**src/hw/osdPkg.sv**
```systemverilog
// ##########################################################
// OSD shared definitions
// ##########################################################
`default_nettype none

package osdPkg;

    // video and host words
    typedef logic [23:0] pixel_t;
    typedef logic [15:0] hostWord_t;

    // bitmap storage, one byte holds eight rows of a column
    typedef logic [11:0] bufAddr_t;
    typedef logic [7:0]  bufByte_t;

    // raster geometry
    typedef logic [21:0] rasterCount_t;
    typedef logic [7:0]  osdCol_t;
    typedef logic [6:0]  osdRow_t;

    localparam int OSD_WIDTH     = 256;
    localparam int OSD_ROWS_LOW  = 64;
    localparam int OSD_ROWS_HIGH = 128;

    // host command codes
    localparam logic [3:0] CMD_ENABLE = 4'h4;
    localparam logic [2:0] CMD_WRITE  = 3'b001;

    // video to output latency in clocks
    localparam int MIX_DELAY = 5;

    typedef enum logic [1:0] {
        idle,
        awaitCommand,
        writeData,
        skipData
    } decState_t;

endpackage

`default_nettype wire

```
**src/hw/osdMixer.sv**
```systemverilog
// ##########################################################
// OSD colour mixer
// ##########################################################
`timescale 1ns/1ns
`default_nettype none

module osdMixer #(
    parameter logic [5:0] osdColor = 6'b111111
) (
    input  wire                   clk_video,
    input  wire osdPkg::pixel_t   din,
    input  wire                   deIn,
    input  wire                   hsIn,
    input  wire                   vsIn,
    input  wire                   osdPixel,
    input  wire                   osdActive,
    output osdPkg::pixel_t        dout,
    output logic                  deOut,
    output logic                  hsOut,
    output logic                  vsOut
);
    import osdPkg::*;

    pixel_t     overlayPix;
    pixel_t     plainD;
    pixel_t     mixD;
    pixel_t     mixOut;
    logic       activeD;
    pixel_t     pixPipe [MIX_DELAY-2];
    logic [2:0] syncPipe [MIX_DELAY];

    // lit bit on top, colour below it, then the dimmed video
    assign overlayPix = {osdPixel, osdColor[5:4], din[23:19],
                         osdPixel, osdColor[3:2], din[15:11],
                         osdPixel, osdColor[1:0], din[7:3]};

    always_ff @(posedge clk_video) begin
        plainD      <= din;
        mixD        <= overlayPix;
        activeD     <= osdActive;
        mixOut      <= activeD ? mixD : plainD;
        pixPipe[0]  <= mixOut;
        syncPipe[0] <= {deIn, hsIn, vsIn};
        for (int i = 1; i < MIX_DELAY - 2; i++) begin
            pixPipe[i] <= pixPipe[i-1];
        end
        for (int i = 1; i < MIX_DELAY; i++) begin
            syncPipe[i] <= syncPipe[i-1];
        end
    end

    assign dout                  = pixPipe[MIX_DELAY-3];
    assign {deOut, hsOut, vsOut} = syncPipe[MIX_DELAY-1];
endmodule

`default_nettype wire

```
**config.mk**
```make
export PLATFORM = sky130hd
export DESIGN_NAME = osdMixer
export DESIGN_NICKNAME = d
export VERILOG_FILES = /design/src/hw/osdPkg.sv /design/src/hw/osdMixer.sv
export SDC_FILE = /design/constraint.sdc
export NUM_CORES = 1
export LEC_CHECK = 0
export BUFFER_PORTS_ARGS = -buffer_cell sky130_fd_sc_hd__buf_4
export CAP_MARGIN = 25
export CORE_UTILIZATION = 40
export CTS_CLUSTER_SIZE = 8
export DETAILED_ROUTE_END_ITERATION = 8
export PLACE_DENSITY_LB_ADDON = 0.1
export RECOVER_POWER = 50
export SLEW_MARGIN = 20
export SYNTH_ARGS = -nofsm -noshare
export SYNTH_HDL_FRONTEND = slang
export SYNTH_SLANG_ARGS = --single-unit
```
**constraint.sdc**
```tcl
create_clock -name clk_video -period 1.3 [get_ports clk_video]
set_clock_uncertainty 0.1 [all_clocks]
set_input_delay 0.13 -clock clk_video [delete_from_list [all_inputs] [get_ports clk_video]]
set_output_delay 0.13 -clock clk_video [all_outputs]
set_load 0.01 [all_outputs]
```
After elaboration in Yosys (flattened, before gate mapping) --
Memory sizes are Yosys's and may differ from the RTL's. Index checks and enable logic that the tools add are counted.
Word-level totals: register bits 67, RAM bits 87, output and inout bits 27, memories kept 2
Cells by class: mux-type cells 1
Memory list:
- pixPipe | depth 3, bits a word 24, rd ports 3, clocked after memory_dff 0, wr ports 3, RTL line osdMixer.sv:29 | pixel_t pixPipe [MIX_DELAY-2];
- syncPipe | depth 5, bits a word 3, rd ports 5, clocked after memory_dff 0, wr ports 5, RTL line osdMixer.sv:30 | logic [2:0] syncPipe [MIX_DELAY];
Operators by type and width (number):
- 2-to-1 mux 24 bit | 1

Longest topological paths before layout --
depth after elaboration 1, depth in mapped cells 3, mapped depth without buffers 1

Least setup slack after synthesis --
Ideal clock, no wire load.
kind reg2reg, start register activeD, end register mixOut[10], library setup time 121 ps, arrival 843 ps, path slack 236 ps, stages on the path, launching flop included 4, buffers on the path 2, period minus slack after synthesis 1064 ps, path through dfxtp_1 buf_6 buf_12 mux2_4
Between the ends: word-level cells in the longest chain between the ends 1
Ends and longest elaborated chain:
- start, declared | RTL line osdMixer.sv:28 | logic activeD;
- start signal, assigned | RTL line osdMixer.sv:40 | activeD <= osdActive;
- 2-to-1 mux 24 bit | RTL line osdMixer.sv:41 | mixOut <= activeD ? mixD : plainD;
- end signal, assigned | RTL line osdMixer.sv:41
- end, declared | RTL line osdMixer.sv:27 | pixel_t mixOut;
Every way passes these cells. A chain may end at the register's enable or synchronous reset.

==> impl_metrics.ini <==
[setup_path]
slowest_stage = dfxtp_1
crit_required_ns = 1.07
r2r_setup_slack_ns = 0.18
path_class = reg2out
end_kind = output port
rr_worst_depth = 2
crit_buf_inv = 1
worstPathArrival_ns = 0.93
slowest_delay_ns = 0.31
cp_max_fo = 1
path_delay_family = flip-flops
rr_endpoint = mixOut[23]
start_kind = flip-flop
r2r_start = activeD
crit_chain = buf_4

[synthesis]
synth_seq_cells = 137
netlist_top_cells_area = dfxtp_1 (84%), mux2_4 (6.5%), buf_4 (5.5%)
ys_seq_area_frac = 0.842
synthCells = 188
synthDistinctLibCells = 7
synth_area_um2 = 3260
yosysTopAreaCell = dfxtp_1
synth_warnings = 0
syn_nets = 218
yosysTopAreaCellShare = 0.842
synth_area_per_cell_um2 = 17.3

[cts]
h-tree-depth = 4
numCtsBuffers = 17
cts.sinks = 137
clockBufferDepth = 2
cts_setup_buffers = 0
cts_tree = yes
insertion_delay_ns = 0.49
cts_root_buf = clkbuf_8
clkSlewWorstSetupHoldPaths_ns = 0.05
postCtsHoldBufs = 29
cts_resized = 0

[timing]
fmax_mhz = 860
tightest_slew_ns = 0.274
fin_crit_sh = 0.894
slew_headroom = 0.817
hold_viol = 0
slew_viol_final = 0
rsz0062_at_grt = false
tns_ns = 0
min_period_ns = 1.16
setup_viol = 0

[power]
powerDensity_nw_per_um2 = 2060
vdd_drop_max_mv = 1.04
p_leak_nw = 1.96

[detailed_routing]
drt_pass1_iterations = 4
wl_per_cell_um = 8.99
drc = 0
drt_iter0_markers = 15
postRouteAntennaNets = 0
vias = 1388
viasPerCell = 3.63
wirelength_mm = 3.44

[place]
port_buffers = 56
gp_congestion = 0.636

[floorplanning]
fp.coreArea_um2 = 7810
io_pins = 57
rows = 32
fp.dieW_um = 92.3
die-area_um2 = 8510
die_h_um = 92.3
initial_core_util = 0.417

[global_routing]
grt_max_degree = 20
antenna_found_initial = 0
grt-ovfl-total = 0
grt_pass1_wl_mm = 5.51
grt_pass1_vias = 1259
grtUsageTotal = 0.0946

[layout]
ff_latch_area_um2 = 2740
fill_cells = 640
drive_gt1_frac = 0.386
layout_commonest_cell = dfxtp_1
multi_input_area_um2 = 293
utilization = 0.568
layout_common_cells = dfxtp_1 (137), buf_4 (31), dlygate4sd3_1 (29)
area_growth_pct = 36.2
antenna_cells = 0
num-nets-final = 297

[hold_path]
min-delay-start = din[17]
hold_path_class = in2reg
worstHoldPathCells = 2
whs_endpoint = plainD[17]

[run]
cap_violations = 0

[run_status]
status = complete, no violations
worst max-delay path by stage:
stage,startpoint,to,cells after the start
2_1_floorplan,activeD,mixOut[10],3
3_3_place_gp,activeD,mixOut[23],2
3_5_place_dp,activeD,mixOut[23],2
4_1_cts,pixPipe[0][70],dout[22],1
5_1_grt,pixPipe[0][71],dout[23],1
6_report,pixPipe[0][54],dout[6],1
area by class of cell:
type,instances,share of cell area
clock buffer,23,0.0984
timing repair buffer,87,0.166
clock inverter,9,0.0226
tap,102,0.0288
multi-input combinational,24,0.0660
sequential,137,0.618
power by group:
| group | total [mW] | internal [mW] | switching, mW | leakage, nW |
|---|---|---|---|---|
| sequential | 4.55 | 4.49 | 0.0653 | 1.15 |
| combinational | 0.347 | 0.248 | 0.0997 | 0.542 |
| clock | 4.24 | 2.71 | 1.53 | 0.260 |
| total | 9.14 | 7.44 | 1.70 | 1.96 |
cell families (layout without fill, tap and decap cells):
logic type	Yosys count	count (layout)	synth area share
flops	137	137	0.842
simple gates	6	6	0.0115
mux	18	18	0.0783
buf+inv	27	119	0.0684
routing by layer:
metal  part of all wire  track usage  vias up
li1                   -            -      730
met1               0.44       0.0959      600
met2               0.46        0.139       45
met3              0.061       0.0531       13
met4              0.034       0.0820        0
met5                  0            0        -
state kept, by name (all words and copies together) (netlist names):
register,flops
syncPipe,15
activeD,1
plainD,23
mixOut,24
pixPipe,72
mixD,2
synth_stat cells (all sizes together):
| library cell | number |
|---|---|
| dfxtp | 137 |
| or2 | 6 |
| mux2 | 18 |
| buf | 27 |
stage by stage:
step	total power, mW	instances	instance area [um2]	setup slack (ns)	hold slack (ns)
2_1_floorplan	4.83	188	3260	0.236	0.0577
3_3_place_gp	4.92	321	3610	0.194	0.135
3_5_place_dp	4.93	321	3610	0.183	0.136
4_1_cts	9.26	382	4440	0.108	0.151
5_1_grt	9.51	382	4440	0.0801	0.169
6_report	9.14	382	4440	0.137	0.190
No activity file was read; power rests on OpenSTA's default activity.
