File: src/hw/osdPkg.sv
// ##########################################################
// OSD shared definitions
// ##########################################################
`default_nettype none

package osdPkg;

    // video and host words
    typedef logic [23:0] pixel_t;
    typedef logic [15:0] hostWord_t;

    // bitmap storage, one byte holds eight rows of a column
    typedef logic [11:0] bufAddr_t;
    typedef logic [7:0]  bufByte_t;

    // raster geometry
    typedef logic [21:0] rasterCount_t;
    typedef logic [7:0]  osdCol_t;
    typedef logic [6:0]  osdRow_t;

    localparam int OSD_WIDTH     = 256;
    localparam int OSD_ROWS_LOW  = 64;
    localparam int OSD_ROWS_HIGH = 128;

    // host command codes
    localparam logic [3:0] CMD_ENABLE = 4'h4;
    localparam logic [2:0] CMD_WRITE  = 3'b001;

    // video to output latency in clocks
    localparam int MIX_DELAY = 5;

    typedef enum logic [1:0] {
        idle,
        awaitCommand,
        writeData,
        skipData
    } decState_t;

endpackage

`default_nettype wire

File: src/hw/osdPixelClock.sv
// ##########################################################
// Pixel clock enable
// ##########################################################
`timescale 1ns/1ns
`default_nettype none

module osdPixelClock (
    input  wire  clk_video,
    input  wire  reset,
    input  wire  deIn,
    output logic cePix
);
    import osdPkg::*;

    logic         deD;
    rasterCount_t cnt;
    rasterCount_t scaled;
    rasterCount_t pixSize;
    rasterCount_t pixCnt;

    // active width in units of 512 clocks
    assign scaled = (cnt + 1'b1) >> 9;

    always_ff @(posedge clk_video) begin
        if (reset) begin
            deD     <= 1'b0;
            cnt     <= '0;
            pixSize <= '0;
            pixCnt  <= '0;
            cePix   <= 1'b0;
        end else begin
            deD   <= deIn;
            cnt   <= (deIn && !deD) ? '0 : cnt + 1'b1;
            cePix <= (pixCnt == '0);

            if (pixCnt == pixSize) begin
                pixCnt <= '0;
            end else begin
                pixCnt <= pixCnt + 1'b1;
            end

            // end of line, pick the divider and restart it
            if (deD && !deIn) begin
                pixSize <= (scaled > 1) ? scaled - 1'b1 : '0;
                pixCnt  <= '0;
            end
        end
    end
endmodule

`default_nettype wire

File: config.mk
export PLATFORM = sky130hd
export DESIGN_NAME = osdPixelClock
export DESIGN_NICKNAME = d
export VERILOG_FILES = /design/src/hw/osdPkg.sv /design/src/hw/osdPixelClock.sv
export SDC_FILE = /design/constraint.sdc
export NUM_CORES = 1
export LEC_CHECK = 0
export ABC_CLOCK_PERIOD_IN_PS = 3100
export BUFFER_PORTS_ARGS = -buffer_cell sky130_fd_sc_hd__buf_2
export CORE_MARGIN = 10
export CORE_UTILIZATION = 29
export DETAILED_ROUTE_END_ITERATION = 8
export PLACE_DENSITY_LB_ADDON = 0.05
export SKIP_LAST_GASP = 1
export SLEW_MARGIN = 10
export SYNTH_ARGS = -nofsm -noshare
export SYNTH_HDL_FRONTEND = slang
export SYNTH_SLANG_ARGS = --single-unit
File: constraint.sdc
create_clock -name clk_video -period 3.1 [get_ports clk_video]
set_input_delay 0.62 -clock clk_video [delete_from_list [all_inputs] [get_ports clk_video]]
set_output_delay 0.62 -clock clk_video [all_outputs]
set_load 0.005 [all_outputs]
# After elaboration in Yosys (flattened, before gate mapping)
# Index checks and enable logic that the tools add are counted.
# totals
reg_bits	68
input_bits	3
out_inout_bits	1
word_cells	18
# op_classes
magnitude_cmp	1
reduce_logical	7
add_sub_neg	3
n_eq_ne	1
muxes	1
# op_table
op	n
22-bit by 1-bit adder with 22-bit output, second input constant	2
22-bit == test	1
22-bit logical NOT	1
22-bit 2-to-1 mux	1
13-bit by 1-bit subtractor with 14-bit output, second input constant	1
13-bit by 1-bit greater-than comparator with 1-bit output, second input constant	1
3-bit OR reduction	1
1-bit logical AND	2
1-bit logical NOT	2
2-bit OR reduction	1

# Longest topological paths before layout
# logic_depth
word_depth	3
mapped_depth	12
ltp_nobuf	11

# Worst setup path after synthesis
# Ideal clock, no wire load.
# synth_path
path_kind	flip-flop to flip-flop
start	reg cnt[0]
end	reg pixSize[1]
path_stages_with_launch	13
period_less_slack_ns	2.569
path_slack_ns	0.531
arrival_ns	2.452
cell_sequence	dfxtp_1 -> ha_1 -> nand3_1 -> nor2_1 -> and4_1 -> xnor2_1 -> ha_1 -> clkbuf_1 -> nor2_1 -> nor3_2 -> a21oi_2 -> buf_6 -> a22o_1
# synth_between
elab_chain_len	3
# synth_rtl
element	line	text
start: declaration	osdPixelClock.sv:16	rasterCount_t cnt;
start signal: assignment	osdPixelClock.sv:33	cnt <= (deIn && !deD) ? '0 : cnt + 1'b1;
22-bit by 1-bit adder with 22-bit output *	osdPixelClock.sv:22	assign scaled = (cnt + 1'b1) >> 9;
13-bit by 1-bit subtractor with 14-bit output or 13-bit by 1-bit greater-than comparator with 1-bit output (tied branches)	osdPixelClock.sv:44	pixSize <= (scaled > 1) ? scaled - 1'b1 : '0;
22-bit 2-to-1 mux *	osdPixelClock.sv:44	
end signal: assignment	osdPixelClock.sv:44	
end: declaration	osdPixelClock.sv:18	rasterCount_t pixSize;
# Every way passes the cells marked *; elsewhere a longest branch is shown, timed or not.
# A chain may end at the register's enable or synchronous reset.

# Worst setup path in the final report
# layout_path
start	reg cnt[0]
end	reg pixSize[10]
# The elaborated chain is that of the path after synthesis.

==> results.json <==
{
  "clk_pin_slew_ns": 0.07,
  "cp_cell_sequence": "ha_1, nand3_1, nor2_1, and4_1, xnor2_1, ha_2, inv_1, nor4b_4, xnor2_1, a22o_1",
  "crit_arrival_ns": 3.04,
  "min_period_over_period": 0.905,
  "place_area_mm2": 0.00324,
  "netlist_top_cells_area": "dfxtp_1, xnor2_1, xor2_1",
  "fin_crit_ns": 2.80,
  "cts_sinks": 60,
  "die-height_um": 123,
  "drtPass1Iterations": 4,
  "hp-class": "in2reg",
  "final_antenna_net_count": 0,
  "grt_start_max_net_pins": 23,
  "area_growth_pct": 11.9,
  "place_congestion": 0.707,
  "numPlacedInstances": 470,
  "die_width_um": 123,
  "start_util": 0.298,
  "yosys.area.top_type_share": 0.390,
  "ys.flop_type": "dfxtp_1",
  "wl_met2_mm": 3.46,
  "clockBufferDepth": 2,
  "wl_mm": 7.05,
  "synth_seq_cells": 60,
  "finalSetupViolCount": 0,
  "finish.instance_area_mm2": 0.00344,
  "place_hpwl_mm": 5.16,
  "fin_skew_ns": 0.0105,
  "synth.avg_cell_area_um2": 9.05,
  "p_leak_nw": 1.25,
  "cts_buffers": 9,
  "holdBufCountCts": 0,
  "cts_root_buffer": "clkbuf_8",
  "synth_top_area_cell": "dfxtp_1",
  "grt_pass1_vias": 2302,
  "required_ns": 3.34,
  "cp_common_cell": "xnor2_1",
  "finalMaxSlewViolations": 0,
  "h-tree-depth": 3,
  "row_count": 37,
  "synth-seq-area-share": 0.390,
  "relSlewSlack": 0.465,
  "path_class": "reg2reg",
  "grt_setup_unrepaired": "no",
  "drv_cap": 0,
  "synth_area_mm2": 0.00308,
  "finalSetupTns_ns": 0,
  "first_iter_violations": 139,
  "startpoint_type": "flip-flop",
  "cp_max_fo": 8,
  "drc_errors": 0,
  "hold_violations": 0,
  "grt_first_pass_wirelength_mm": 12.1,
  "end_kind": "flip-flop",
  "synth_edf_count": 0,
  "final_util": 0.334,
  "layout_commonest_cell": "dfxtp_1",
  "diodes": 0,
  "syn-num-nets": 348,
  "io_buffers": 3,
  "ios": 4,
  "grt_antenna_before_repair": 0,
  "core_mm2": 0.0103,
  "dieArea_mm2": 0.0151,
  "ys_types": 50,
  "wl_per_cell_um": 14.5,
  "drive_gt1_frac": 0.129,
  "cts_tree": "built",
  "yosys_warnings": 0,
  "syn_inst": 340,
  "max_freq_mhz": 357,
  "clkLatencyLatePin_ns": 0.34,
  "slowest_delay_ns": 0.43,
  "met3_length_um": 208,
  "layout_common_cells": "dfxtp_1, nor2_1, xnor2_1",
  "p_per_area_mw_per_mm2": 443,
  "gr-total-overflow": 0,
  "avgViaCountPerCell": 4.78,
  "cts_setup_buffers": 0,
  "grt_use_total": 0.102,
  "vias": 2323,
  "ctsResizeCount": 0,
  "wl_met1_mm": 3.28,
  "nets": 353,
  "critPathSlowestCell": "dfxtp_1",
  "tightest_slew_ns": 0.802,
  "async_flop_share": 0,
  "highest_layer": "met4",
  "vdd_drop_max_mv": 0.220,
  "outcome": "complete, no violations",
  "fin_cells": 486
}
stage by stage:
step	setup slack [ns]	power [W]	hold WS (ns)
after global placement	0.299	0.000817	0.488
after CTS	0.199	0.00156	0.478
final	0.296	0.00152	0.497
after floorplan	0.531	0.000808	0.446
after detailed placement	0.216	0.000817	0.491
after global routing	0.0438	0.00159	0.490
kinds of logic (layout without fill, tap and decap cells):
| family | Yosys count | after routing | share of synthesized area |
|---|---|---|---|
| AO/OA/AOI/OAI | 40 | 40 | 0.0988 |
| XOR/XNOR | 58 | 58 | 0.168 |
| adder cells (fa/ha/maj) | 5 | 5 | 0.0203 |
| buffers and inverters | 25 | 35 | 0.0342 |
| flip-flops | 60 | 60 | 0.390 |
| multiplexers | 4 | 4 | 0.0142 |
| AND/OR/NAND/NOR | 148 | 148 | 0.275 |
report_power, final:
| group | switching [W] | internal, W | total [W] |
|---|---|---|---|
| Combinational | 0.0000156 | 0.00000618 | 0.0000218 |
| Clock | 0.000334 | 0.000391 | 0.000725 |
| Sequential | 0.00000327 | 0.000774 | 0.000777 |
| Total | 0.000353 | 0.00117 | 0.00152 |
metal layers:
metal / global-route usage / vias up
met5: 0 / -
met4: 0.0349 / 0
met3: 0.0319 / 9
met2: 0.171 / 22
met1: 0.121 / 1086
li1: - / 1206
Yosys cell counts, types with 6 or more instances:
cell,number
a22o_1,11
and3_1,8
inv_1,10
a21oi_1,6
o21ai_0,9
nand3_1,20
nand4_1,14
xnor2_1,32
nor2_1,51
dfxtp_1,60
clkbuf_1,11
nand2_1,15
or3_1,9
xor2_1,25
state kept, by name (all words and copies together) (netlist names):
signal   flops
pixCnt      22
cePix        1
pixSize     14
deD          1
cnt         22
final cells by class:
cell class                      count  area (um^2)
Clock buffer                       10          138
Clock inverter                      6         63.8
Fill cell                        1072         6880
Inverter                           10         37.5
Multi-Input combinational cell    255         1770
Sequential cell                    60         1200
Tap cell                          136          170
Timing Repair Buffer                9         60.1
critical path: cells and delay by family, from the launching register on:
kind | cells | cell delay [ns]
DFF | 1 | 0.43
adders and majority gates | 2 | 0.59
and+or+nand+nor | 4 | 1.04
buffers and inverters | 1 | 0.10
AOI/OAI and AO/OA | 1 | 0.20
xor gates and xnor gates | 2 | 0.32
final timing paths:
check | start | endpoint | slack [ns] | cells past startpoint
max | cnt[0] | pixSize[10] | 0.30 | 10
min | reset | deD | 0.50 | 2
max reg2reg | cnt[0] | pixSize[10] | 0.30 | 10
min reg2reg | cnt[0] | cnt[0] | 0.51 | 1
Power figures use the tool's default switching activity.
