[src/hw/osdPkg.sv]
// ##########################################################
// OSD shared definitions
// ##########################################################
`default_nettype none

package osdPkg;

    // video and host words
    typedef logic [23:0] pixel_t;
    typedef logic [15:0] hostWord_t;

    // bitmap storage, one byte holds eight rows of a column
    typedef logic [11:0] bufAddr_t;
    typedef logic [7:0]  bufByte_t;

    // raster geometry
    typedef logic [21:0] rasterCount_t;
    typedef logic [7:0]  osdCol_t;
    typedef logic [6:0]  osdRow_t;

    localparam int OSD_WIDTH     = 256;
    localparam int OSD_ROWS_LOW  = 64;
    localparam int OSD_ROWS_HIGH = 128;

    // host command codes
    localparam logic [3:0] CMD_ENABLE = 4'h4;
    localparam logic [2:0] CMD_WRITE  = 3'b001;

    // video to output latency in clocks
    localparam int MIX_DELAY = 5;

    typedef enum logic [1:0] {
        idle,
        awaitCommand,
        writeData,
        skipData
    } decState_t;

endpackage

`default_nettype wire

[src/hw/rasterIf.sv]
// ##########################################################
// Raster position bus
// ##########################################################
`timescale 1ns/1ns
`default_nettype none

interface rasterIf;
    import osdPkg::*;

    logic         cePix;
    logic         lineStart;
    logic         frameStart;
    rasterCount_t hCount;
    rasterCount_t lineWidth;
    rasterCount_t vCount;
    rasterCount_t frameLines;

    modport source (
        output cePix, lineStart, frameStart, hCount, lineWidth, vCount, frameLines
    );

    modport sink (
        input cePix, lineStart, frameStart, hCount, lineWidth, vCount, frameLines
    );
endinterface

`default_nettype wire

[src/hw/osdRaster.sv]
// ##########################################################
// Raster counters
// ##########################################################
`timescale 1ns/1ns
`default_nettype none

module osdRaster (
    input  wire      clk_video,
    input  wire      reset,
    input  wire      deIn,
    input  wire      cePix,
    rasterIf.source  raster
);
    import osdPkg::*;

    logic deD;
    logic deRise;
    logic deFall;
    logic frameGap;

    assign deRise = deIn & ~deD;
    assign deFall = ~deIn & deD;

    // a blank of more than four line widths marks a new frame
    assign frameGap = raster.hCount > (raster.lineWidth << 2);

    assign raster.cePix = cePix;

    always_ff @(posedge clk_video) begin
        if (reset) begin
            deD               <= 1'b0;
            raster.lineStart  <= 1'b0;
            raster.frameStart <= 1'b0;
            raster.hCount     <= '0;
            raster.lineWidth  <= '0;
            raster.vCount     <= '0;
            raster.frameLines <= '0;
        end else begin
            deD               <= deIn;
            raster.lineStart  <= deRise;
            raster.frameStart <= deRise & frameGap;

            if (deRise) begin
                raster.hCount <= '0;
            end else if (cePix && !(&raster.hCount)) begin
                raster.hCount <= raster.hCount + 1'b1;
            end

            if (deFall) begin
                raster.lineWidth <= raster.hCount + 1'b1;
            end

            if (deRise) begin
                if (frameGap) begin
                    raster.vCount     <= '0;
                    raster.frameLines <= raster.vCount + 1'b1;
                end else begin
                    raster.vCount <= raster.vCount + 1'b1;
                end
            end
        end
    end
endmodule

`default_nettype wire

[src/flat_wrapper.sv]
// flat-port wrapper written by rule: the top's interface ports become plain ports
module osdRaster_flat import osdPkg::*;
  (clk_video, reset, deIn, cePix, raster_cePix, raster_lineStart, raster_frameStart, raster_hCount, raster_lineWidth, raster_vCount, raster_frameLines);
  rasterIf raster_i ();
  input  wire clk_video;
  input  wire reset;
  input  wire deIn;
  input  wire cePix;
  output wire logic [$bits(raster_i.cePix)-1:0] raster_cePix;
  output wire logic [$bits(raster_i.lineStart)-1:0] raster_lineStart;
  output wire logic [$bits(raster_i.frameStart)-1:0] raster_frameStart;
  output wire logic [$bits(raster_i.hCount)-1:0] raster_hCount;
  output wire logic [$bits(raster_i.lineWidth)-1:0] raster_lineWidth;
  output wire logic [$bits(raster_i.vCount)-1:0] raster_vCount;
  output wire logic [$bits(raster_i.frameLines)-1:0] raster_frameLines;
  assign raster_cePix = raster_i.cePix;
  assign raster_lineStart = raster_i.lineStart;
  assign raster_frameStart = raster_i.frameStart;
  assign raster_hCount = raster_i.hCount;
  assign raster_lineWidth = raster_i.lineWidth;
  assign raster_vCount = raster_i.vCount;
  assign raster_frameLines = raster_i.frameLines;
  osdRaster u_core (.clk_video(clk_video), .reset(reset), .deIn(deIn), .cePix(cePix), .raster(raster_i));
endmodule
[config.mk]
export PLATFORM = sky130hd
export DESIGN_NAME = osdRaster_flat
export DESIGN_NICKNAME = d
export VERILOG_FILES = /design/src/hw/osdPkg.sv /design/src/hw/rasterIf.sv /design/src/hw/osdRaster.sv /design/src/flat_wrapper.sv
export SDC_FILE = /design/constraint.sdc
export NUM_CORES = 1
export LEC_CHECK = 0
export BUFFER_PORTS_ARGS = -buffer_cell sky130_fd_sc_hd__buf_4
export CAP_MARGIN = 40
export CORE_ASPECT_RATIO = 2
export CORE_MARGIN = 8
export CORE_UTILIZATION = 49
export DETAILED_ROUTE_END_ITERATION = 8
export PLACE_DENSITY_LB_ADDON = 0.15
export SETUP_SLACK_MARGIN = 0.1
export SLEW_MARGIN = 20
export SYNTH_ARGS = -nofsm -noshare
export SYNTH_HDL_FRONTEND = slang
export SYNTH_SLANG_ARGS = --single-unit
[constraint.sdc]
create_clock -name clk_video -period 3.4 [get_ports clk_video]
set_clock_uncertainty 0.2 [all_clocks]
set_input_delay 0.68 -clock clk_video [delete_from_list [all_inputs] [get_ports clk_video]]
set_output_delay 0.68 -clock clk_video [all_outputs]
set_load 0.05 [all_outputs]
**Yosys cells after proc, flatten, opt, wreduce, memory -nomap -nowiden**

Index checks and enable logic that the tools add are counted.

- $add $sub $neg: 2
- Magnitude comparators: 1
- Mux-type cells: 1
- Bitwise gates (word level): 5
- Reduce and logical (&&, ||, !) cells: 5

Operator list:

| operator | count |
|---|---|
| adder 22 x 1 -> 22 bit (second input constant) | 2 |
| > comparator 22 bit | 1 |
| 2-to-1 mux 22 bit | 1 |
| AND reduction 22 bit | 1 |
| AND 1 bit | 3 |
| inverter 1 bit | 2 |
| AND reduction 2 bit | 1 |
| OR reduction 2 bit | 1 |
| logical AND 1 bit | 1 |
| logical NOT 1 bit | 1 |

- Flip-flop bits (word level): 91
- Input bits: 4
- Output and inout bits: 91
- Word-level logic and storage cells: 21

**Depth between registers and ports, before layout**

- Depth in word-level cells: 3
- Gate-level depth with buffers: 10
- Mapped depth without buffers: 8

**Worst setup path before layout**

No wires, ideal clock.

- Path kind: flip-flop to flip-flop
- From: reg u_core.raster.lineWidth[19]
- To: reg u_core.raster.frameLines[10]
- Setup time: 0.142 ns
- Arrival: 2.635 ns
- Required time: 3.058 ns
- Setup slack: 0.424 ns
- Cell stages (with the launch flop): 10
- Buffers on the path: 1
- Clock period less this slack: 2.976 ns
- Path through: dfxtp_1 > inv_1 > ha_1 > nand4_2 > or4_4 > a211o_1 > and3_4 > nor2_4 > buf_4 > a211oi_2

- Longest elaborated chain between the ends: 2

Ends and longest elaborated chain:

| item | line | RTL |
|---|---|---|
| start, declared | rasterIf.sv:19 | `output cePix, lineStart, frameStart, hCount, lineWidth, vCount, frameLines` |
| start signal, assigned | osdRaster.sv:50 | `raster.lineWidth <= raster.hCount + 1'b1;` |
| > comparator 22 bit | osdRaster.sv:25 | `assign frameGap = raster.hCount > (raster.lineWidth << 2);` |
| AND reduction 2 bit (no line) | n/a |  |
| end signal, assigned | osdRaster.sv:56 | `raster.frameLines <= raster.vCount + 1'b1;` |
| end, declared | rasterIf.sv:19 |  |

Every way passes these cells.
A chain may end at the register's enable or synchronous reset.

**Final worst setup path**

- From: reg u_core.raster.hCount[21]
- To: reg u_core.raster.vCount[12]

- Longest elaborated chain between the ends: 2

Ends and longest elaborated chain:

| item | line | RTL |
|---|---|---|
| start, declared | rasterIf.sv:19 |  |
| start signal, assigned | osdRaster.sv:46 | `raster.hCount <= raster.hCount + 1'b1;` |
| > comparator 22 bit | osdRaster.sv:25 |  |
| 2-to-1 mux 22 bit | osdRaster.sv:54 | `if (frameGap) begin` |
| end signal, assigned | osdRaster.sv:58 | `raster.vCount <= raster.vCount + 1'b1;` |
| end, declared | rasterIf.sv:19 |  |

Every way passes these cells.

==> impl_results.md <==
* Run status: finished clean
* Fin. max-slew vios at 0
* DR iter-0 viols at between 200 and 300
* Register-to-Register Path Depth at 8
* Number of routed nets with antenna violations at 0
* Post-synthesis sequential area ratio at 0.381
* FF-to-FF Start: u_core.raster.hCount[21]
* Mapped cell area at 0.00478 mm²
* Syn Area/Cell at 8.62 µm²
* Ys async rst share at 0
* Worst vdd ir at between 300 and 400 µV
* Initial antenna violation count at 0
* Layout Cells excl Fill at just under 800
* Maximum fanout along the worst path at 38
* Syn_nets at 582
* Post-cts sizing count at 0
* CTS tree: done
* PwrDens at roughly 430 mW/mm²
* WS Path Type: register to register
* Post-route cell area at 0.00587 mm²
* CP endpoint kind: register
* Final worst-path cycle share at 0.868
* FF/Latch Area at 0.00182 mm²
* DR pass1 iterations at 6
* Reg2Reg Setup Slack at between 400 and 500 ps
* Post-DP Area at 0.00557 mm²
* Via Count at around 4300
* Total GRT Usage at 0.203
* Hold bufs inserted after CTS at 0
* H-tree depth at 3
* Clock sinks at 91
* Routed WL at about 13000 µm
* Synth Warn # at 0
* Largest net degree at the start of global routing at 44
* Critical R2R Capture: u_core.raster.vCount[12]
* Crit path to: u_core.raster.vCount[12]
* Total CTS buffers at 9
* Worst-path clk slew at 70 ps
* Clock root buffer: clkbuf_16
* Routed vias/inst at around 5.6
* Vias in the first global route at between 4000 and 5000
* I/O pin count at 95
* WP data arrival at 2990 ps
* Mapped Cells at approximately 560
* Clock Path Buffers at 2
* Initial Util at 0.496
* Half-perimeter wire length after placement at 9830 µm
* Element type at the critical path start: register
* Pleak at 0.00236 µW
* Min Tclk post-route at between 2000 and 3000 ps
* Wire per inst at roughly 17 µm
* Main synth FF type: dfxtp_1
* Chip width at 85.9 µm
* Final TNS setup at 0 ps
* Nets at about 670
* Row count at 51
* Layout cell share with drive strength beyond 1 at 0.224
* Inserted Diodes at 0
* First-pass GRT wire length at 21500 µm
* Routability congestion estimate at 0.830
* Die ar. at approximately 0.013 mm²
* Chip height at approximately 160 µm
* Max-cap violations at 0
* Multi-input logic area at about 0.0027 mm²
* Min-Delay Path Class: register to register
* Slew headroom at 0.567
* Synth Register Bits at between 90 and 100
* Placed cells at between 700 and 800
* Overall power at about 2500 µW
* Number of fill cells at ~870
* Total grt overflow at 0
* Total core area at about 0.0096 mm²
* Post-CTS Setup Inserts at 0
* Worst Tran Pin Value at 643 ps
* Distinct cells, synth at 47
* CP Launch Point: u_core.raster.hCount[21]
* Setup Viol. Count Final at 0
* Hold Fails Final Rpt at 0
* Buffers on Ports at 94
* Clock latency at the later pin of the worst-skew pair at between 300 and 400 ps
* EDFF count, synth at 0
* Synth-to-Final Area Change at 22.8%
* RSZ-0062 raised after global routing: false
* Fmax at around 340 MHz
* Number of remaining DRC errors at 0
* Worst EP required at approximately 3400 ps
==> area by class of cell <==
cell class,instances,area share
multi-input combinational,407,0.459
sequential,91,0.310
timing repair buffer,104,0.133
clock buffer,12,0.0437
tap,132,0.0281
inverter,28,0.0179
clock inverter,4,0.00831
==> stage by stage <==
step | utilization | setup slack (ps) | hold slack, ps
5_1_grt | 0.609 | 299 | 302
3_3_place_gp | 0.578 | 551 | 260
6_report | 0.609 | 449 | 272
3_5_place_dp | 0.578 | 489 | 267
4_1_cts | 0.609 | 461 | 275
2_1_floorplan | - | 424 | 452
==> cell usage after synthesis (13+ instances only) <==
cell,n,share of area
dfxtp_1,91,0.38
nor2_1,51,0.040
nand2_1,48,0.038
a21oi_1,41,0.043
inv_1,28,0.022
xnor2_1,27,0.049
xor2_1,26,0.048
nand3_1,24,0.025
ha_1,23,0.060
a211oi_1,17,0.027
o21ai_0,17,0.018
clkbuf_1,16,0.013
nor3_1,16,0.017
nand4_1,14,0.018
a21o_1,13,0.020
==> where the power goes <==
group	leakage [µW]	switching [µW]	internal, µW
sequential	0.000737	25.8	1100
combinational	0.00147	283	115
clock	0.000153	411	609
total	0.00236	719	1820
==> how the worst min path moves through the flow <==
stage / from / end / slack (ps) / cells after the start
after CTS: u_core.raster.frameLines[13] / u_core.raster.frameLines[13] / 280 / 2
after global placement: u_core.raster.frameLines[11] / u_core.raster.frameLines[11] / 260 / 2
after global routing: u_core.raster.frameLines[13] / u_core.raster.frameLines[13] / 300 / 2
final: u_core.raster.frameLines[13] / u_core.raster.frameLines[13] / 270 / 2
after detailed placement: u_core.raster.frameLines[13] / u_core.raster.frameLines[13] / 270 / 2
after floorplan: u_core.deD / u_core.raster.vCount[7] / 450 / 4
==> per-layer routing <==
| layer | part of all wire | GRT usage | routed length (µm) | up-vias |
|---|---|---|---|---|
| li1 | - | - | - | 2119 |
| met5 | 0 | 0 | 0 | - |
| met3 | 0.052 | 0.0507 | 694 | 22 |
| met2 | 0.56 | 0.386 | 7410 | 126 |
| met4 | 0.021 | 0.0859 | 284 | 0 |
| met1 | 0.37 | 0.199 | 4900 | 2056 |
==> kinds of logic after synthesis <==
family                     share of synthesized area
AOI/OAI and AO/OA                              0.178
xor gates and xnor gates                      0.0971
adders and majority gates                     0.0602
buffers and inverters                         0.0563
DFF                                            0.381
muxes                                        0.00209
and+or+nand+nor                                0.225
==> worst max-delay path: stages, from the launching register on <==
cell     delay [ps]
dfxtp_1         390
ha_1            370
nand4_2         180
or4_4           570
a211o_1         290
nand3_1          80
buf_4           360
a21oi_1         160
a22o_1          220
==> registers in the layout, summed over array words and instances, names as in the netlist <==
signal                    flops
u_core.raster.lineWidth      22
u_core.raster.hCount         22
u_core.raster.frameStart      1
u_core.raster.vCount         22
u_core.raster.lineStart       1
u_core.deD                    1
u_core.raster.frameLines     22
==> cells in the final DEF (no fill, tap or decap), types with 3 or more instances in the layout <==
cell       count
xnor2_1       27
buf_4        104
ha_1          23
inv_1         28
a21o_1        13
clkbuf_16      9
or3_1          4
a21oi_1       41
nor3_1        16
nand2b_1       7
and2_1         6
a211o_1        4
nand3_1       24
dfxtp_1       91
or2_2          7
a211oi_1      17
and3_1         8
nand2_1       48
and4_1         7
xor2_1        26
nand4_1       14
o21ai_0       17
nor2_1        51
a22o_1         3
a221oi_1      11
a211oi_2      10
Note: power is estimated with default switching activity, not from simulation.
