### config.mk
export PLATFORM = sky130hd
export DESIGN_NAME = osdCommandDecoder
export DESIGN_NICKNAME = d
export VERILOG_FILES = /design/src/hw/osdPkg.sv /design/src/hw/osdCommandDecoder.sv
export SDC_FILE = /design/constraint.sdc
export NUM_CORES = 1
export LEC_CHECK = 0
export BUFFER_PORTS_ARGS = -buffer_cell sky130_fd_sc_hd__buf_2
export CELL_PAD_IN_SITES_DETAIL_PLACEMENT = 1
export CELL_PAD_IN_SITES_GLOBAL_PLACEMENT = 2
export CORE_ASPECT_RATIO = 1.4
export CORE_MARGIN = 4
export CORE_UTILIZATION = 30
export DETAILED_ROUTE_END_ITERATION = 10
export PLACE_DENSITY = 0.83
export SLEW_MARGIN = 10
export SYNTH_ARGS = -nofsm -noshare
export SYNTH_HDL_FRONTEND = slang
export SYNTH_SLANG_ARGS = --single-unit
### constraint.sdc
create_clock -name clk_video -period 2.52 [get_ports clk_video]
set_input_delay 0.504 -clock clk_video [delete_from_list [all_inputs] [get_ports clk_video]]
set_output_delay 0.504 -clock clk_video [all_outputs]
set_load 0.005 [all_outputs]
### src/hw/osdPkg.sv
// ##########################################################
// OSD shared definitions
// ##########################################################
`default_nettype none

package osdPkg;

    // video and host words
    typedef logic [23:0] pixel_t;
    typedef logic [15:0] hostWord_t;

    // bitmap storage, one byte holds eight rows of a column
    typedef logic [11:0] bufAddr_t;
    typedef logic [7:0]  bufByte_t;

    // raster geometry
    typedef logic [21:0] rasterCount_t;
    typedef logic [7:0]  osdCol_t;
    typedef logic [6:0]  osdRow_t;

    localparam int OSD_WIDTH     = 256;
    localparam int OSD_ROWS_LOW  = 64;
    localparam int OSD_ROWS_HIGH = 128;

    // host command codes
    localparam logic [3:0] CMD_ENABLE = 4'h4;
    localparam logic [2:0] CMD_WRITE  = 3'b001;

    // video to output latency in clocks
    localparam int MIX_DELAY = 5;

    typedef enum logic [1:0] {
        idle,
        awaitCommand,
        writeData,
        skipData
    } decState_t;

endpackage

`default_nettype wire

### src/hw/osdCommandDecoder.sv
// ##########################################################
// OSD host command decoder
// ##########################################################
`timescale 1ns/1ns
`default_nettype none

module osdCommandDecoder (
    input  wire                     clk_video,
    input  wire                     reset,
    input  wire                     hostSelect,
    input  wire                     hostStrobe,
    input  wire osdPkg::hostWord_t  hostData,
    output logic                    bufWrite,
    output osdPkg::bufAddr_t        bufWrAddr,
    output osdPkg::bufByte_t        bufWrData,
    output logic                    osdEnable,
    output logic                    highRes,
    output logic                    osdStatus
);
    import osdPkg::*;

    decState_t state;
    logic      strobeD;
    logic      strobeEdge;
    logic      enablePending;
    logic      pendingValue;
    bufAddr_t  writePtr;

    assign strobeEdge = hostStrobe & ~strobeD;

    always_ff @(posedge clk_video) begin
        if (reset) begin
            state         <= idle;
            strobeD       <= 1'b0;
            bufWrite      <= 1'b0;
            osdEnable     <= 1'b0;
            highRes       <= 1'b0;
            osdStatus     <= 1'b0;
            enablePending <= 1'b0;
            pendingValue  <= 1'b0;
        end else begin
            strobeD  <= hostStrobe;
            bufWrite <= 1'b0;

            if (!hostSelect) begin
                // end of transfer, a pending enable command now takes effect
                state <= idle;
                if (enablePending) begin
                    osdEnable <= pendingValue;
                end
                enablePending <= 1'b0;
            end else begin
                case (state)
                    idle, awaitCommand: begin
                        state <= awaitCommand;
                        if (strobeEdge) begin
                            state <= skipData;
                            if (hostData[7:4] == CMD_ENABLE) begin
                                enablePending <= 1'b1;
                                pendingValue  <= hostData[0];
                                if (hostData[0]) begin
                                    osdStatus <= 1'b1;
                                end else begin
                                    osdStatus <= 1'b0;
                                    highRes   <= 1'b0;
                                end
                            end else if (hostData[7:5] == CMD_WRITE) begin
                                state <= writeData;
                                if (hostData[3]) begin
                                    highRes <= 1'b1;
                                end
                                // start on a 256 byte boundary
                                writePtr <= bufAddr_t'({hostData[4:0], 8'h00});
                            end
                        end
                    end
                    writeData: begin
                        if (strobeEdge) begin
                            bufWrite  <= 1'b1;
                            bufWrAddr <= writePtr;
                            bufWrData <= hostData[7:0];
                            writePtr  <= writePtr + 1'b1;
                        end
                    end
                    default: begin
                        // words after an enable or unknown command are dropped
                        state <= skipData;
                    end
                endcase
            end
        end
    end
endmodule

`default_nettype wire

Word level (Yosys, flattened, before mapping)
Cells that the tools add are included.
{ "op_classes": {"n_eq_ne": 9, "add_sub_neg": 1, "bitwise": 5, "mux": 15, "reduce_logical": 13} }
{ "op_table": {"columns": ["cell", "n"], "rows": [
  ["12-bit two-way mux", 4],
  ["12-bit one-hot mux with 2 select lines", 1],
  ["12-bit by 1-bit adder with 12-bit output (second input constant)", 1],
  ["2-bit != test (second input constant)", 5],
  ["1-bit two-way mux", 8],
  ["4-bit AND reduction", 2],
  ["7-bit AND reduction", 1],
  ["6-bit AND reduction", 1],
  ["2-bit nonzero test", 3],
  ["4-bit by 3-bit equality test with 1-bit output (second input constant)", 1],
  ["1-bit inverter", 4],
  ["2-bit one-hot mux with 2 select lines", 1],
  ["2-bit OR reduction", 2],
  ["3-bit by 1-bit equality test with 1-bit output (second input constant)", 1],
  ["3-bit AND reduction", 1],
  ["3-bit OR reduction", 1],
  ["2-bit by 1-bit equality test with 1-bit output (second input constant)", 1],
  ["2-bit equality test (second input constant)", 1],
  ["2-bit logical NOT", 1],
  ["2-bit two-way mux", 1],
  ["2-bit AND reduction", 1],
  ["1-bit bitwise AND", 1]
]} }
{ "word_totals": {"inputBits": 20, "ff_bits": 41} }

Logic depth before layout (Yosys ltp)
Gate-level depths: netlist (run 1).
{ "depth": {"ltp_word": 5, "ltp_mapped": 4, "mapped_depth_nobuf": 4} }

Worst setup path before layout (run 1)
No wires, ideal clock.
{ "synth_path": {"path_kind": "input -> register", "from": "in reset", "to": "reg bufWrAddr[0], enable pin", "slack_ns": -0.021, "setup_ns": 0.422, "stages": 2, "path_buffers": 0, "required_time_ns": 2.098, "arrival_ns": 2.118, "cell_sequence": "nand2b_1 -> nor3_1"} }
{ "synth_between": {"elab_chain_cells": 2} }
{ "synth_lines": {"columns": ["item", "line", "rtl"], "rows": [
  ["from (decl)", "osdCommandDecoder.sv:9", "input wire reset,"],
  ["1-bit inverter (no line)", null, null],
  ["4-bit AND reduction (no line)", null, null],
  ["to (signal assigned)", "osdCommandDecoder.sv:80", "bufWrAddr <= writePtr;"],
  ["to (decl)", "osdCommandDecoder.sv:14", "output osdPkg::bufAddr_t bufWrAddr,"]
]} }
No other way between the ends.
A chain may end at the register's enable or synchronous reset.

Worst setup path after layout (run 1)
{ "layout_path": {"from": "reg state[1]", "to": "reg writePtr[9], enable pin"} }
{ "layout_between": {"elab_chain_cells": 4} }
{ "layout_lines": {"columns": ["item", "line", "rtl"], "rows": [
  ["from (decl)", "osdCommandDecoder.sv:22", "decState_t state;"],
  ["from (signal assigned)", "osdCommandDecoder.sv:33", "state <= idle;"],
  ["from (signal assigned)", "osdCommandDecoder.sv:47", "state <= idle;"],
  ["from (signal assigned)", "osdCommandDecoder.sv:55", "state <= awaitCommand;"],
  ["2-bit by 1-bit equality test with 1-bit output or 2-bit logical NOT (tied branches)", "osdCommandDecoder.sv:53", "case (state)"],
  ["2-bit OR reduction", "osdCommandDecoder.sv:53", null],
  ["2-bit != test (no line) or 2-bit nonzero test (tied branches)", null, null],
  ["7-bit AND reduction (no line) *", null, null],
  ["to (signal assigned)", "osdCommandDecoder.sv:73", "writePtr <= bufAddr_t'({hostData[4:0], 8'h00});"],
  ["to (signal assigned)", "osdCommandDecoder.sv:82", "writePtr <= writePtr + 1'b1;"],
  ["to (decl)", "osdCommandDecoder.sv:27", "bufAddr_t writePtr;"]
]} }
Mark *: on every way between the ends. The rest lies on a longest branch, timed or not.

==> summary.md, run 1 <==
| Metric | Value |
|---|---|
| Setup TNS | `0 ns` |
| H-tree levels | `2` |
| Layout area overhead | `23.1%` |
| Setup crit start kind | `register` |
| Cell row count | `31` |
| Syn_area_per_cell | `around 14 um^2` |
| Clock Skew | `slightly below 0.004 ns` |
| Worst hold path depth | `1` |
| ANT nets after route | `0` |
| Initial antenna violation count | `0` |
| Dpl hpwl | `2.35 mm` |
| Die W | `69.7 um` |
| Total Routing Usage GR | `0.106` |
| Worst-path maximum fanout | `12` |
| Fillers | `559` |
| Vias in the first global route | `1172` |
| WL per Instance | `roughly 14 um` |
| Initial drt markers | `22` |
| Period utilization | `0.711` |
| Slew headroom | `0.574` |
| Peak VDD IR | `0.000248 V` |
| Pwr per Cell Area | `644 nW/um^2` |
| Total congestion overflow | `0` |
| Final setup vio count | `0` |
| # DRC | `0` |
| Avg Vias per Cell | `4.92` |
| RSZ-0062 raised after global routing | `false` |
| CTS hold repair buffers | `0` |
| Slew @ Worst Pin | `0.630 ns` |
| Die area | `6570 um^2` |
| CTS tree | `yes` |
| Mapped Cells | `115` |
| Final Routed Wirelength | `around 3.2 mm` |
| Clk sink count | `40` |
| Netlist cell types | `33` |
| Root Buffer | `clkbuf_8` |
| Drt pass-1 iters | `4` |
| Via Count | `1102` |
| Overall Power | `around 1300 uW` |
| Worst-case hold slack | `0.404 ns` |
| Hold endpoint | `bufWrData[4]` |
| I/O pins | `44` |
| Min-Delay Path Class | `in2reg` |
| Initial core utilization | `0.310` |
| Crit. End Element | `register` |
| Critical Path RT | `2.51 ns` |
| Max_cap viols | `0` |
| Die Y | `94.4 um` |
| LEAKAGE | `0.000689 uW` |
| Postcts setup bufs | `0` |
| Cts bufs inserted | `5` |
| CP Class | `reg2reg` |
| Worst flop-to-flop path endpoint | `writePtr[9]` |
| Fmax | `~0.56 GHz` |
| First-pass GRT wire length | `between 5 and 6 mm` |
| Pin count of the biggest net entering global routing | `17` |
| Clock buffer depth | `2` |
| Post-route minimum period | `1.79 ns` |
| Ant. Diodes | `0` |
| Syn. warnings | `0` |
| Post-CTS sizing | `0` |
| R2R Path Start | `state[1]` |
| FF-to-FF setup slack | `0.73 ns` |
| GPL Wtd Cong | `0.707` |
| Worst-skew pair later-pin latency | `0.29 ns` |
| HP Start | `hostData[4]` |
| Status | `finished, final reports clean` |
| Final net count | `about 180` |
| Post-synthesis cell area | `1600 um^2` |
| Worst-path clk slew | `0.07 ns` |
| WP data arrival | `~1.8 ns` |
| Layout cell share with drive strength beyond 1 | `0.310` |
| R2R depth | `4` |
| Number of port buffers | `35` |
| CORE AREA | `5160 um^2` |
| Synthesized net count | `roughly 140` |
| Final Max Slew Viols | `0` |
| Final hold viol count | `0` |
| Yosys reg bits | `40` |
| Register area share after synthesis | `0.702` |
[critical path, cell delays in order, from the launching register on]
cell	delay, ns
dfxtp_1	0.36
nor4b_1	0.61
nor2_1	0.11
nor3_1	0.17
buf_4	0.25
[cell families after synthesis]
logic type,share of synthesized area
mux,0.00626
simple gates,0.183
compound gates,0.0728
xor+xnor,0.0164
fa+ha+maj,0.00783
flops,0.702
buf+inv,0.0117
[synth_stat cells (all sizes together)]
cell type,count,area (um^2)
xor2,2,17.5
edfxtp,32,961
inv,1,3.75
o31ai,3,22.5
nor3b,2,15.0
or4,3,22.5
a31o,1,8.76
nor4b,1,8.76
or3,4,27.5
nor2,14,52.6
and2b,1,7.51
nand2b,4,25.0
nand4b,1,8.76
nand4,3,33.8
a31oi,6,37.5
nor3,3,15.0
and3b,1,8.76
mux2i,1,10.0
a21oi,4,20.0
clkbuf,1,3.75
o21ai,4,20.0
nand3,5,37.5
and2,1,6.26
nor2b,2,12.5
buf,1,11.3
ha,1,12.5
xnor2,1,8.76
dfxtp,8,160
nand2,3,11.3
a211oi,1,7.51
[worst max-delay path by stage]
stage / from / to / slack [ns] / cells past startpoint
after floorplan: hostData[6] / writePtr[0] / 0.27 / 3
after global placement: hostData[6] / writePtr[5] / 0.55 / 5
after detailed placement: hostData[6] / writePtr[5] / 0.47 / 5
after CTS: state[1] / writePtr[9] / 0.69 / 4
after global routing: state[1] / writePtr[9] / 0.52 / 4
final: state[1] / writePtr[9] / 0.73 / 4
[through the flow]
step                      std cells  setup WS [ns]   util  area [um^2]
after floorplan                 115          0.266      -         1600
after global placement          216          0.555  0.361         1860
after detailed placement        216          0.471  0.361         1860
after CTS                       224          0.695  0.381         1970
after global routing            224          0.519  0.381         1970
final                           224          0.729  0.381         1970
[area by class of cell]
| cell class | instances | area (um^2) | area share |
|---|---|---|---|
| well taps | 66 | 82.6 | 0.0420 |
| clock inverters | 3 | 37.5 | 0.0191 |
| multi-input cells | 72 | 463 | 0.235 |
| inverters | 1 | 3.75 | 0.00191 |
| clock buffers | 5 | 68.8 | 0.0350 |
| flip-flops and latches | 40 | 1120 | 0.570 |
| repair buffers | 37 | 190 | 0.0967 |
[flip-flops by register name, indices dropped and copies added (netlist names)]
register and flops:
osdEnable 1, strobeD 1, osdStatus 1, bufWrite 1
bufWrData 8, state 2, writePtr 12, highRes 1
enablePending 1, bufWrAddr 12
[report_power, final]
part | internal [uW] | switching [uW] | leakage, uW
clock | 288 | 214 | 0.0000532
combinational | 18.5 | 26.5 | 0.000280
sequential | 714 | 4.48 | 0.000356
total | 1020 | 245 | 0.000689
[per-layer routing]
| layer | vias up | GRT usage | wire (um) |
|---|---|---|---|
| li1 | 524 | - | - |
| met1 | 534 | 0.112 | 1230 |
| met2 | 38 | 0.192 | 1630 |
| met3 | 6 | 0.0394 | 248 |
| met4 | 0 | 0.0431 | 48 |
| met5 | - | 0 | 0 |
[cell usage in the layout, fill, tap and decap left out, drive strengths merged]
master	n
buf	37
edfxtp	32
nor2	14
dfxtp	8
a31oi	6
clkbuf	5
nand3	5
o21ai	4
nand2b	4
a21oi	4
or3	4
nand2	3
o31ai	3
or4	3
nor3	3
nand4	3
nor3b	2
nor2b	2
xor2	2
clkinv	2
and2b	1
nor4b	1
and3b	1
nand4b	1
a211oi	1
xnor2	1
and2	1
mux2i	1
inv	1
a31o	1
ha	1
bufinv	1
Note: power is estimated with default switching activity, not from simulation.
==> run 2, diff against run 1 <==
ABC_AREA = 1   (was not set)
CORE_UTILIZATION = 32   (was 30)
PLACE_DENSITY = 0.88   (was 0.83)
clock period = 1.7 ns   (was 2.52 ns; I/O delays follow)
==> summary.md, run 2 <==
| Metric | Value |
|---|---|
| Worst-path maximum fanout | `5 (-7)` |
| Layout cell share with drive strength beyond 1 | `0.294 (-0.0160)` |
| Clock Power Share | `0.397 (about the same)` |
| Sequential standard cell area | `1120 um^2 (unchanged)` |
| Layout area overhead | `24.3%` |
| # DRC | `0 (unchanged)` |
| CTS tree | `yes` |
| I/O pins | `44 (unchanged)` |
| Postcts setup bufs | `0 (unchanged)` |
| RSZ-0062 raised after global routing | `false` |
| CTS hold repair buffers | `0 (unchanged)` |
| Cell row count | `30 (-3.2%)` |
| Fillers | `600 (+7.3%)` |
| LEAKAGE | `0.000865 uW (+26%)` |
| Synth Flop Type | `edfxtp_1` |
| Top sig layer | `met4` |
| H-tree levels | `2 (unchanged)` |
| Psw | `369 uW (+51%)` |
| Synth area leaders | `edfxtp_1 (57%), dfxtp_1 (9.6%), nand2_1 (6.5%), inv_1 (4.9%), nor2_1 (4.7%)` |
| Top post-synthesis cells by count | `edfxtp_1 (32), nand2_1 (29), inv_1 (22), nor2_1 (21), nand3_1 (11)` |
| Final net count | `224 (+26%)` |
| Ant. Diodes | `0 (unchanged)` |
| Post-synthesis cell area | `1680 um^2 (+4.9%)` |
| Syn. warnings | `0 (unchanged)` |
| Peak VDD IR | `0.000366 V (+48%)` |
| Final Max Slew Viols | `0 (unchanged)` |
| Fmax | `0.679 GHz (+22%)` |
| Syn_area_per_cell | `10.7 um^2 (-23%)` |
| Total Routing Usage GR | `0.113 (+0.00670)` |
| Register area share after synthesis | `0.669 (-0.0330)` |
| WP data arrival | `1.53 ns (-0.25 ns)` |
| Met2 wire length | `1.79 mm (+9.8%)` |
| Netlist cell types | `21 (-36%)` |
| Yosys reg bits | `40 (unchanged)` |
| Cts bufs inserted | `5 (unchanged)` |
| Internal power | `1520 uW (+49%)` |
| Slew @ Worst Pin | `0.236 ns (-0.394 ns)` |
| GPL Wtd Cong | `0.724 (+2.3%)` |
| M1 WL | `1.34 mm (+9.0%)` |
| Post-route minimum period | `1.47 ns (-0.317 ns)` |
| CORE AREA | `4950 um^2 (-4.0%)` |
| R2R depth | `6 (+2)` |
| Vias in the first global route | `1290 (+10%)` |
| Pin count of the biggest net entering global routing | `16 (-1)` |
| Synthesized net count | `178 (+31%)` |
| Avg Vias per Cell | `4.62 (-6.2%)` |
| Multi-input gate area | `460 um^2 (-0.54%)` |
| Critical Path RT | `1.75 ns (-0.76 ns)` |
| Slew headroom | `0.842 (+0.268)` |
| Area leader, netlist | `edfxtp_1` |
| Number of port buffers | `35 (unchanged)` |
| Status | `finished, final reports clean` |
| Met3 WL | `187 um (-25%)` |
| Synth top area share | `0.573 (-0.0283)` |
| Total congestion overflow | `0 (unchanged)` |
| Min-Delay Path Class | `in2reg` |
| Biggest regs | `bufWrAddr (12), writePtr (12), bufWrData (8)` |
| Worst-skew pair later-pin latency | `0.29 ns (about the same)` |
| Combinational Power Share | `0.040 (+0.004)` |
| Dpl hpwl | `2.63 mm (+12%)` |
| Ys async rst share | `0 (unchanged)` |
| First-pass GRT wire length | `5.78 mm (+5.0%)` |
| Most frequent cells in the layout | `buf_2 (35), edfxtp_1 (32), nand2_1 (29)` |
| Initial antenna violation count | `0 (unchanged)` |
| Crit. End Element | `register` |
| Mapped Cells | `157 (+37%)` |
| Clk sink count | `40 (unchanged)` |
| ANT nets after route | `0 (unchanged)` |
| Post-CTS sizing | `0 (unchanged)` |
| Initial core utilization | `0.338 (+0.0287)` |
| Clock Skew | `0.00587 ns (+0.00195 ns)` |
| WL per Instance | `12.6 um (-10%)` |
| Final hold viol count | `0 (unchanged)` |
| Final Routed Wirelength | `3.39 mm (+7.3%)` |
| Switching share of total power | `0.195 (+0.00142)` |
| CP Class | `reg2reg` |
| Setup TNS | `0 ns (unchanged)` |
| Overall Power | `1890 uW (+50%)` |
| Via Count | `1237 (+12%)` |
| Die area | `6480 um^2 (-1.5%)` |
| Die W | `69.2 um (-0.72%)` |
| Commonest non-fill, non-tap cell in the layout | `buf_2` |
| Setup crit start kind | `register` |
| Drt pass-1 iters | `4 (unchanged)` |
| Most frequent cell after synthesis | `edfxtp_1` |
| Number of synthesized flops with an enable pin | `32 (unchanged)` |
| Root Buffer | `clkbuf_8` |
| Pwr per Cell Area | `908 nW/um^2 (+41%)` |
| Final setup vio count | `0 (unchanged)` |
| Worst-path clk slew | `0.08 ns (about the same)` |
| Initial drt markers | `87 (+300%)` |
| Max_cap viols | `0 (unchanged)` |
| Die Y | `93.6 um (-0.75%)` |
| Seq pwr share | `0.562 (-0.006)` |
| Clock buffer depth | `2 (unchanged)` |
| Period utilization | `0.867 (+0.156)` |
| Worst hold path depth | `1 (unchanged)` |
==> run 2: changes by cell type in the layout (fill, tap and decap cells not counted), sizes merged, moves of 3 or more <==
cell,previous run,this run
nand3,5,13
nand2,3,31
a21oi,4,9
inv,1,24
nor2,14,26
or4,3,0
o31ai,3,0
or3,4,0
buf,37,40
nor3,3,0
a31oi,6,0
nand2b,4,0
==> run 2: cell families (layout without fill, tap and decap cells) <==
kind of cell    count (synthesis)  count (layout)  synth area share
flops                          40              40             0.669
compound gates                 16              16            0.0552
fa+ha+maj                       1               1           0.00746
buf+inv                        25              72            0.0582
simple gates                   75              75             0.210
==> run 2: through the flow <==
stage | hold WS, ns | setup slack, ns | util | instance area (um^2) | instances
after global routing | 0.230 | 0.105 | 0.421 | 2080 | 268
after CTS | 0.226 | 0.192 | 0.421 | 2080 | 268
after floorplan | 0.412 | 0.0399 | - | 1680 | 157
final | 0.239 | 0.227 | 0.421 | 2080 | 268
after detailed placement | 0.467 | 0.156 | 0.399 | 1980 | 260
after global placement | 0.459 | 0.183 | 0.399 | 1980 | 260
==> run 2: path summary, 6_finish.rpt <==
kind | from | to | slack, ns
worst max-delay path | writePtr[1] | writePtr[8] | 0.23
worst min-delay path | hostData[1] | bufWrData[1] | 0.24
worst max register to register | writePtr[1] | writePtr[8] | 0.23
worst min register to register | highRes | highRes | 0.48
==> run 2: area by class of cell <==
class,count,share of cell area
Timing Repair Buffer,40,0.108
Clock buffer,6,0.0348
Clock inverter,2,0.0168
Sequential cell,40,0.538
Multi-Input combinational cell,92,0.221
Inverter,24,0.0432
Tap cell,64,0.0384
==> run 2: critical path, cell delays in order, from the launching register on <==
cell	delay (ns)
edfxtp_1	0.42
ha_1	0.28
nand2_1	0.13
nor2_4	0.16
nand4_1	0.11
nand3_2	0.09
o21ai_2	0.05
==> run 2: power by group through the flow <==
stage	logic (uW)	registers [uW]	clock network, uW
floorplan	42.4	1090	0
global placement	75.0	1090	0
detailed placement	77.2	1090	0
CTS	77.2	1060	774
global route	87.6	1070	822
finish	76.0	1060	752
==> run 2: routing by layer <==
layer / vias up / GRT usage
met5: - / 0
met4: 0 / 0.0537
met3: 6 / 0.0290
met2: 30 / 0.213
met1: 586 / 0.114
li1: 615 / -
